--- config.mk ---
export PLATFORM = sky130hd
export DESIGN_NAME = dcacheTop
export DESIGN_NICKNAME = d
export VERILOG_FILES = /design/src/rtl/dcache_pkg.sv /design/src/rtl/dcacheWay.sv /design/src/rtl/dcacheCtrl.sv /design/src/rtl/dcacheTop.sv
export SDC_FILE = /design/constraint.sdc
export NUM_CORES = 2
export LEC_CHECK = 0
export ABC_CLOCK_PERIOD_IN_PS = 5900
export BUFFER_PORTS_ARGS = -buffer_cell sky130_fd_sc_hd__buf_2
export CORE_UTILIZATION = 30
export CTS_BUF_LIST = sky130_fd_sc_hd__clkbuf_16
export CTS_CLUSTER_DIAMETER = 30
export CTS_CLUSTER_SIZE = 10
export DETAILED_ROUTE_END_ITERATION = 7
export GPL_TIMING_DRIVEN = 0
export PLACE_DENSITY_LB_ADDON = 0.1
export SLEW_MARGIN = 10
export SYNTH_ARGS = -nofsm -noshare
export SYNTH_HDL_FRONTEND = slang
export SYNTH_SLANG_ARGS = --single-unit
--- constraint.sdc ---
create_clock -name CLK -period 5.9 [get_ports CLK]
set_input_delay 0.59 -clock CLK [delete_from_list [all_inputs] [get_ports CLK]]
set_output_delay 0.59 -clock CLK [all_outputs]
set_load 0.02 [all_outputs]
--- src/rtl/dcache_pkg.sv ---
package dcache_pkg;

   localparam int WORD_W = 32;
   localparam int TAG_W  = 26;
   localparam int IDX_W  = 3;
   localparam int SETS   = 8;

   typedef logic [WORD_W-1:0] wordT;
   typedef logic [TAG_W-1:0]  tagT;
   typedef logic [IDX_W-1:0]  idxT;

   // field view of a byte address
   typedef struct packed
   {
      tagT        tag;
      idxT        idx;
      logic       blkOff;     // word within block
      logic [1:0] byteOff;
   } addrFieldsT;

   typedef union packed
   {
      wordT       word;       // flat view for the bus
      addrFieldsT f;
   } cacheAddrT;

   // word 0 sits at block offset 0
   typedef wordT [1:0] blockT;

endpackage

--- src/rtl/dcacheWay.sv ---
`timescale 1ns/1ps

module dcacheWay
(
   input  logic             CLK,
   input  logic             nRST,
   input  dcache_pkg::idxT  idx,
   input  dcache_pkg::tagT  tag,
   input  logic             fillEn,
   input  logic             fillSel,
   input  dcache_pkg::wordT fillData,
   input  logic             install,
   input  logic             writeEn,
   input  dcache_pkg::wordT writeData,
   input  logic             clean,
   input  logic             invalidateAll,
   output logic             hit,
   output logic             valid,
   output logic             dirty,
   output dcache_pkg::tagT  lineTag,
   output dcache_pkg::blockT lineData
);
   import dcache_pkg::*;

   tagT   tags [SETS];
   blockT data [SETS];
   logic [SETS-1:0] validBits;
   logic [SETS-1:0] dirtyBits;

   // lookup is combinational from the index
   assign lineTag  = tags[idx];
   assign lineData = data[idx];
   assign valid    = validBits[idx];
   assign dirty    = dirtyBits[idx];
   assign hit      = validBits[idx] && (tags[idx] == tag);

   always_ff @(posedge CLK, negedge nRST)
   begin
      if (!nRST)
      begin
         validBits <= '0;
         dirtyBits <= '0;
      end
      else
      begin
         if (invalidateAll)
            validBits <= '0;
         else if (install)
            validBits[idx] <= 1'b1;

         if (install || clean)
            dirtyBits[idx] <= 1'b0;   // fresh fill or written back
         else if (writeEn)
            dirtyBits[idx] <= 1'b1;
      end
   end

   always_ff @(posedge CLK)
   begin
      if (fillEn)
         data[idx][fillSel] <= fillData;
      else if (writeEn)
         data[idx][fillSel] <= writeData;   // fillSel carries block offset here

      if (install)
         tags[idx] <= tag;
   end

endmodule

--- src/rtl/dcacheCtrl.sv ---
`timescale 1ns/1ps

module dcacheCtrl
(
   input  logic                  CLK,
   input  logic                  nRST,
   input  logic                  dmemREN,
   input  logic                  dmemWEN,
   input  dcache_pkg::cacheAddrT dmemAddr,
   input  dcache_pkg::wordT      dmemStore,
   input  logic                  halt,
   input  logic                  hit0,
   input  logic                  hit1,
   input  logic                  valid0,
   input  logic                  valid1,
   input  logic                  dirty0,
   input  logic                  dirty1,
   input  dcache_pkg::tagT       lineTag0,
   input  dcache_pkg::tagT       lineTag1,
   input  dcache_pkg::blockT     lineData0,
   input  dcache_pkg::blockT     lineData1,
   input  dcache_pkg::wordT      dLoad,
   input  logic                  dWait,
   output dcache_pkg::idxT       idx,
   output dcache_pkg::tagT       tag,
   output logic                  fillEn0,
   output logic                  fillEn1,
   output logic                  fillSel,
   output dcache_pkg::wordT      fillData,
   output logic                  install0,
   output logic                  install1,
   output logic                  writeEn0,
   output logic                  writeEn1,
   output dcache_pkg::wordT      writeData,
   output logic                  clean0,
   output logic                  clean1,
   output logic                  invalidateAll,
   output logic                  dhit,
   output dcache_pkg::wordT      dmemLoad,
   output logic                  flushed,
   output logic                  dREN,
   output logic                  dWEN,
   output dcache_pkg::cacheAddrT dAddr,
   output dcache_pkg::wordT      dStore
);
   import dcache_pkg::*;

   typedef enum logic [3:0]
   {
      IDLE, WRHIT, WDONE, WB0, WB1, FILL0, FILL1, INSTALL, FLSET, FLNEXT, FLDONE
   } stateT;

   stateT state, next;

   logic [SETS-1:0] lru;      // way to replace next
   idxT   flushIdx;
   logic  flushWay;
   logic  flushing;
   logic  victim;
   logic  selWay;
   logic  selDirty;
   logic  anyHit;
   logic  lastSet;
   tagT   selTag;
   blockT selLine;
   logic  doneWord;

   assign idx      = flushing ? flushIdx : dmemAddr.f.idx;
   assign tag      = dmemAddr.f.tag;
   assign anyHit   = hit0 || hit1;
   assign victim   = lru[idx];
   assign selWay   = flushing ? flushWay : victim;
   assign selDirty = selWay ? (valid1 && dirty1) : (valid0 && dirty0);
   assign selTag   = selWay ? lineTag1 : lineTag0;
   assign selLine  = selWay ? lineData1 : lineData0;
   assign lastSet  = flushWay && (flushIdx == idxT'(SETS - 1));
   assign doneWord = !dWait;

   // way strobes
   assign fillSel   = (state == WRHIT) ? dmemAddr.f.blkOff : (state == FILL1);
   assign fillData  = dLoad;
   assign fillEn0   = (state == FILL0 || state == FILL1) && doneWord && !victim;
   assign fillEn1   = (state == FILL0 || state == FILL1) && doneWord && victim;
   assign install0  = (state == INSTALL) && !victim;
   assign install1  = (state == INSTALL) && victim;
   assign writeData = dmemStore;
   assign writeEn0  = (state == WRHIT) && hit0;
   assign writeEn1  = (state == WRHIT) && hit1;
   assign clean0    = (state == WB1) && doneWord && !selWay;
   assign clean1    = (state == WB1) && doneWord && selWay;

   assign invalidateAll = (state == FLNEXT) && lastSet;
   assign flushed       = (state == FLDONE);

   // read hits answer in idle, writes two cycles later
   assign dhit = !halt && (((state == IDLE) && dmemREN && !dmemWEN && anyHit)
                           || (state == WDONE));
   assign dmemLoad = hit1 ? lineData1[dmemAddr.f.blkOff] : lineData0[dmemAddr.f.blkOff];

   always_comb
   begin
      next = state;
      case (state)
         IDLE:
         begin
            if (halt)
               next = FLSET;
            else if (dmemREN || dmemWEN)
            begin
               if (!anyHit)
                  next = selDirty ? WB0 : FILL0;
               else if (dmemWEN)
                  next = WRHIT;
            end
         end
         WRHIT:   next = WDONE;
         WDONE:   next = IDLE;
         WB0:     if (doneWord) next = WB1;
         WB1:     if (doneWord) next = flushing ? FLNEXT : FILL0;
         FILL0:   if (doneWord) next = FILL1;
         FILL1:   if (doneWord) next = INSTALL;
         INSTALL: next = IDLE;           // request replays as a hit
         FLSET:   next = selDirty ? WB0 : FLNEXT;
         FLNEXT:  next = lastSet ? FLDONE : FLSET;
         default: next = state;
      endcase
   end

   always_comb
   begin
      dREN   = 1'b0;
      dWEN   = 1'b0;
      dAddr  = '0;
      dStore = selLine[state == WB1];
      case (state)
         WB0, WB1:
         begin
            dWEN           = 1'b1;
            dAddr.f.tag    = selTag;      // victim's own address
            dAddr.f.idx    = idx;
            dAddr.f.blkOff = (state == WB1);
         end
         FILL0, FILL1:
         begin
            dREN           = 1'b1;
            dAddr.f.tag    = dmemAddr.f.tag;
            dAddr.f.idx    = idx;
            dAddr.f.blkOff = (state == FILL1);
         end
         default: ;
      endcase
   end

   always_ff @(posedge CLK, negedge nRST)
   begin
      if (!nRST)
      begin
         state    <= IDLE;
         lru      <= '0;
         flushIdx <= '0;
         flushWay <= 1'b0;
         flushing <= 1'b0;
      end
      else
      begin
         state <= next;
         if ((state == IDLE) && halt)
            flushing <= 1'b1;
         if (state == FLNEXT)
         begin
            flushWay <= !flushWay;
            if (flushWay)
               flushIdx <= flushIdx + 1'b1;
         end
         if (state == INSTALL)
            lru[idx] <= !victim;
         else if (dhit)
            lru[idx] <= hit0;             // point at the other way
      end
   end

endmodule

--- src/rtl/dcacheTop.sv ---
`timescale 1ns/1ps

module dcacheTop
(
   input  logic                  CLK,
   input  logic                  nRST,
   input  logic                  dmemREN,
   input  logic                  dmemWEN,
   input  dcache_pkg::cacheAddrT dmemAddr,
   input  dcache_pkg::wordT      dmemStore,
   input  logic                  halt,
   input  dcache_pkg::wordT      dLoad,
   input  logic                  dWait,
   output logic                  dhit,
   output dcache_pkg::wordT      dmemLoad,
   output logic                  flushed,
   output logic                  dREN,
   output logic                  dWEN,
   output dcache_pkg::cacheAddrT dAddr,
   output dcache_pkg::wordT      dStore
);
   import dcache_pkg::*;

   idxT   idx;
   tagT   tag;
   wordT  fillData, writeData;
   logic  fillSel, invalidateAll;
   logic  fillEn0, fillEn1, install0, install1;
   logic  writeEn0, writeEn1, clean0, clean1;
   logic  hit0, hit1, valid0, valid1, dirty0, dirty1;
   tagT   lineTag0, lineTag1;
   blockT lineData0, lineData1;

   dcacheWay way0 (.CLK, .nRST, .idx, .tag, .fillEn(fillEn0), .fillSel, .fillData,
                   .install(install0), .writeEn(writeEn0), .writeData, .clean(clean0),
                   .invalidateAll, .hit(hit0), .valid(valid0), .dirty(dirty0),
                   .lineTag(lineTag0), .lineData(lineData0));

   dcacheWay way1 (.CLK, .nRST, .idx, .tag, .fillEn(fillEn1), .fillSel, .fillData,
                   .install(install1), .writeEn(writeEn1), .writeData, .clean(clean1),
                   .invalidateAll, .hit(hit1), .valid(valid1), .dirty(dirty1),
                   .lineTag(lineTag1), .lineData(lineData1));

   dcacheCtrl ctrl (.CLK, .nRST, .dmemREN, .dmemWEN, .dmemAddr, .dmemStore, .halt,
                    .hit0, .hit1, .valid0, .valid1, .dirty0, .dirty1,
                    .lineTag0, .lineTag1, .lineData0, .lineData1, .dLoad, .dWait,
                    .idx, .tag, .fillEn0, .fillEn1, .fillSel, .fillData,
                    .install0, .install1, .writeEn0, .writeEn1, .writeData,
                    .clean0, .clean1, .invalidateAll, .dhit, .dmemLoad, .flushed,
                    .dREN, .dWEN, .dAddr, .dStore);

endmodule

==> results.json <==
{
  "outcome": "finished clean",
  "pwr-share-seq_pct": 26.3,
  "area_growth_pct": 33.4,
  "drt-initial-drc-count": 4537,
  "post-route-min-period_ps": 5830,
  "p_int_w": 0.0292,
  "holdWs_ps": 123,
  "postRouteAntennaNets": 0,
  "grt_pass1_vias": 39598,
  "setup_violations": 0,
  "fin_crit_sh_pct": 98.8,
  "clock_power_share_pct": 44.6,
  "switching_share_pct": 34.6,
  "cp_max_fo": 10,
  "fin_skew_ps": 81.0,
  "holdPathEnd": "way0.data[7][54]",
  "max_cap_violations": 0,
  "start_util_pct": 30.2,
  "via_per_inst": 5.53,
  "end_kind": "output port",
  "tightest_slew_ps": 1300,
  "layout-drive-gt1-share_pct": 26.4,
  "core_area_um2": 198000,
  "grt.overflow.total": 0,
  "hold_class": "in -> reg",
  "fillers": 18273,
  "cts-buffers-inserted": 385,
  "routedWlPerCell_um": 35.4,
  "place_congestion": 0.807,
  "r2r_start": "ctrl.flushing",
  "start_kind": "flip-flop",
  "ys.flop_type": "edfxtp_1",
  "fmax_mhz": 172,
  "grt_usage_pct": 25.6,
  "pin_count": 202,
  "hold_violations": 0,
  "firstDrtPassIters": 6,
  "worst-endpoint-arrival_ps": 5240,
  "fin_tns_setup_ps": 0,
  "r2r_cells": 18,
  "io_buffers": 193,
  "avgSynthCellArea_um2": 15.7,
  "synth_cells": 3794,
  "r2r_slack_ps": 100,
  "relSlewSlack_pct": 13.5,
  "die_w_um": 448,
  "synth-seq-area-share_pct": 74.4,
  "rows": 163,
  "path_clk_slew_ps": 40,
  "clock_path_buffers": 4,
  "cts_tree": "yes",
  "synth_cell_types": 71,
  "worstSkewPairLatency_ps": 960,
  "crit_type": "reg -> out",
  "r2r-end": "way0.data[2][18]",
  "hold_depth": 2,
  "grt_setup_unrepaired": "true",
  "yosysWarnings": 0,
  "syn_area_um2": 59700,
  "htreeDepth": 5,
  "synth-seq-cells": 1489,
  "hold_start": "dLoad[22]",
  "route.detailed.drc": 0,
  "comb_power_share_pct": 29.0,
  "required_ps": 5310,
  "p_sw_w": 0.0154,
  "ys_async_sr_fraction_pct": 3.29,
  "power_density_nw_per_um2": 561,
  "die_area_um2": 201000,
  "fin_nets": 4578,
  "clockRootBuffer": "clkbuf_16",
  "routed_wl_um": 262000,
  "grt_first_pass_wirelength_um": 347000,
  "p_leak_nw": 27.7,
  "die_h_um": 448,
  "final_max_slew_viol_count": 0,
  "place_hpwl_um": 175000,
  "grt_max_degree": 50,
  "peakVddDrop_v": 0.000384,
  "grt_antenna_before_repair": 17,
  "synth_edf_count": 1440,
  "clock-sinks": 1489,
  "num_vias": 41041
}
## power by group through the flow
stage | Sequential, W | Combinational, W | Clock [W]
after floorplan | 0.0119 | 0.00624 | 0
after global placement | 0.0119 | 0.0122 | 0
after detailed placement | 0.0119 | 0.0125 | 0
after CTS | 0.0118 | 0.0128 | 0.0201
after global routing | 0.0118 | 0.0134 | 0.0206
final | 0.0118 | 0.0130 | 0.0199
## metrics by stage
stage / total power [W] / std cells / utilization, % / area [um^2] / setup WS (ps)
detailed placement: 0.0244 / 6716 / 33.6 / 66500 / -1770
floorplan: 0.0181 / 3795 / - / 59700 / 201
CTS: 0.0446 / 7408 / 40.2 / 79400 / -6.17
finish: 0.0446 / 7417 / 40.3 / 79700 / 70.0
global route: 0.0458 / 7413 / 40.3 / 79600 / -24.0
global placement: 0.0242 / 6628 / 32.4 / 64000 / -4260
## cells in the final DEF, fill, tap and decap left out, types with 60 or more instances in the layout
cell type	n
mux2_2	98
clkbuf_2	84
nand2_1	428
clkbuf_16	397
a22oi_1	250
mux2_1	65
inv_1	92
a221oi_1	70
mux2i_1	109
a22o_1	62
a21oi_1	148
edfxtp_1	1440
nand3_1	173
clkinv_1	72
buf_2	221
clkinv_2	60
## kinds of logic after synthesis
kind of cell	after synthesis	share of synthesized area, %
compound gates	820	10.2
xor+xnor	32	0.469
fa+ha+maj	2	0.0419
buf+inv	269	1.93
flops	1489	74.4
mux	305	6.12
other cells	1	0.00628
simple gates	876	6.76
## repair_timing
item,CTS,global route
pin swaps,8,11
setup buffers,13,7
gates resized for setup,181,64
endpoints found under the hold margin,50,0
hold buffers,2,0
endpoints found under the setup margin,2128,110
## sequential cells by signal, summed over array words and instances (netlist names), named ones only
register / flops
way1.tags: 208
ctrl.flushing: 1
way1.data: 512
ctrl.state: 4
way0.data: 512
way0.tags: 208
ctrl.flushWay: 1
ctrl.lru: 8
ctrl.flushIdx: 3
way0.validBits: 8
way1.validBits: 8
## worst max path at each step
| stage | startpoint | to | cells past startpoint |
|---|---|---|---|
| after floorplan | dmemAddr[3] | way1.data[0][32] | 14 |
| after global placement | dmemAddr[3] | way0.data[6][50] | 13 |
| after global routing | ctrl.flushing | dmemLoad[13] | 14 |
| final | ctrl.flushing | dStore[8] | 11 |
| after CTS | ctrl.flushIdx[1] | dStore[0] | 10 |
| after detailed placement | dmemAddr[3] | dStore[30] | 15 |
## metal layers
layer | vias to the layer above | wire [um] | global-route usage, % | share of wire [%]
met5 | - | 49 | 0 | 0.019
met4 | 8 | 11100 | 10.5 | 4.2
met3 | 530 | 19400 | 5.17 | 7.4
met2 | 2050 | 128000 | 43.0 | 49
met1 | 21633 | 104000 | 32.3 | 40
li1 | 16820 | - | - | -
## worst max-delay path: stages, from the launching register on
cell and delay [ps]:
dfrtp_2 440, nand2b_1 310, o22ai_1 540, clkbuf_2 490
buf_2 590, clkbuf_2 710, a22oi_1 210, nand4_1 260
nand2b_1 140, o211ai_1 110, o21ai_0 220, buf_2 250
## cell usage after synthesis (32+ instances only)
| cell | instances | area [um^2] |
|---|---|---|
| edfxtp_1 | 1440 | 43200 |
| nand2_1 | 432 | 1620 |
| a22oi_1 | 250 | 1880 |
| nand3_1 | 175 | 876 |
| clkbuf_1 | 166 | 623 |
| a21oi_1 | 150 | 751 |
| mux2i_1 | 110 | 1100 |
| nor2_1 | 99 | 372 |
| mux2_2 | 98 | 1100 |
| a221oi_1 | 70 | 613 |
| mux2_1 | 65 | 732 |
| a22o_1 | 62 | 543 |
| a222oi_1 | 53 | 531 |
| nand4_1 | 53 | 332 |
| dfrtp_1 | 49 | 1230 |
| o21ai_0 | 46 | 230 |
| a32oi_1 | 45 | 394 |
| buf_2 | 35 | 175 |
| buf_1 | 34 | 128 |
| mux4_2 | 32 | 721 |
## final cells by class
class                           instances  area, um^2  share of cell area, %
Timing Repair Buffer                  303        3140                   3.94
Sequential cell                      1489       44500                   55.8
Clock buffer                          397        9930                   12.5
Buffer                                244        1500                   1.88
Antenna cell                            4        10.0                 0.0126
Inverter                               14        52.6                 0.0660
Multi-Input combinational cell       2037       14800                   18.6
Clock inverter                        289        2440                   3.06
Tap cell                             2640        3300                   4.15
Power figures use the tool's default switching activity.
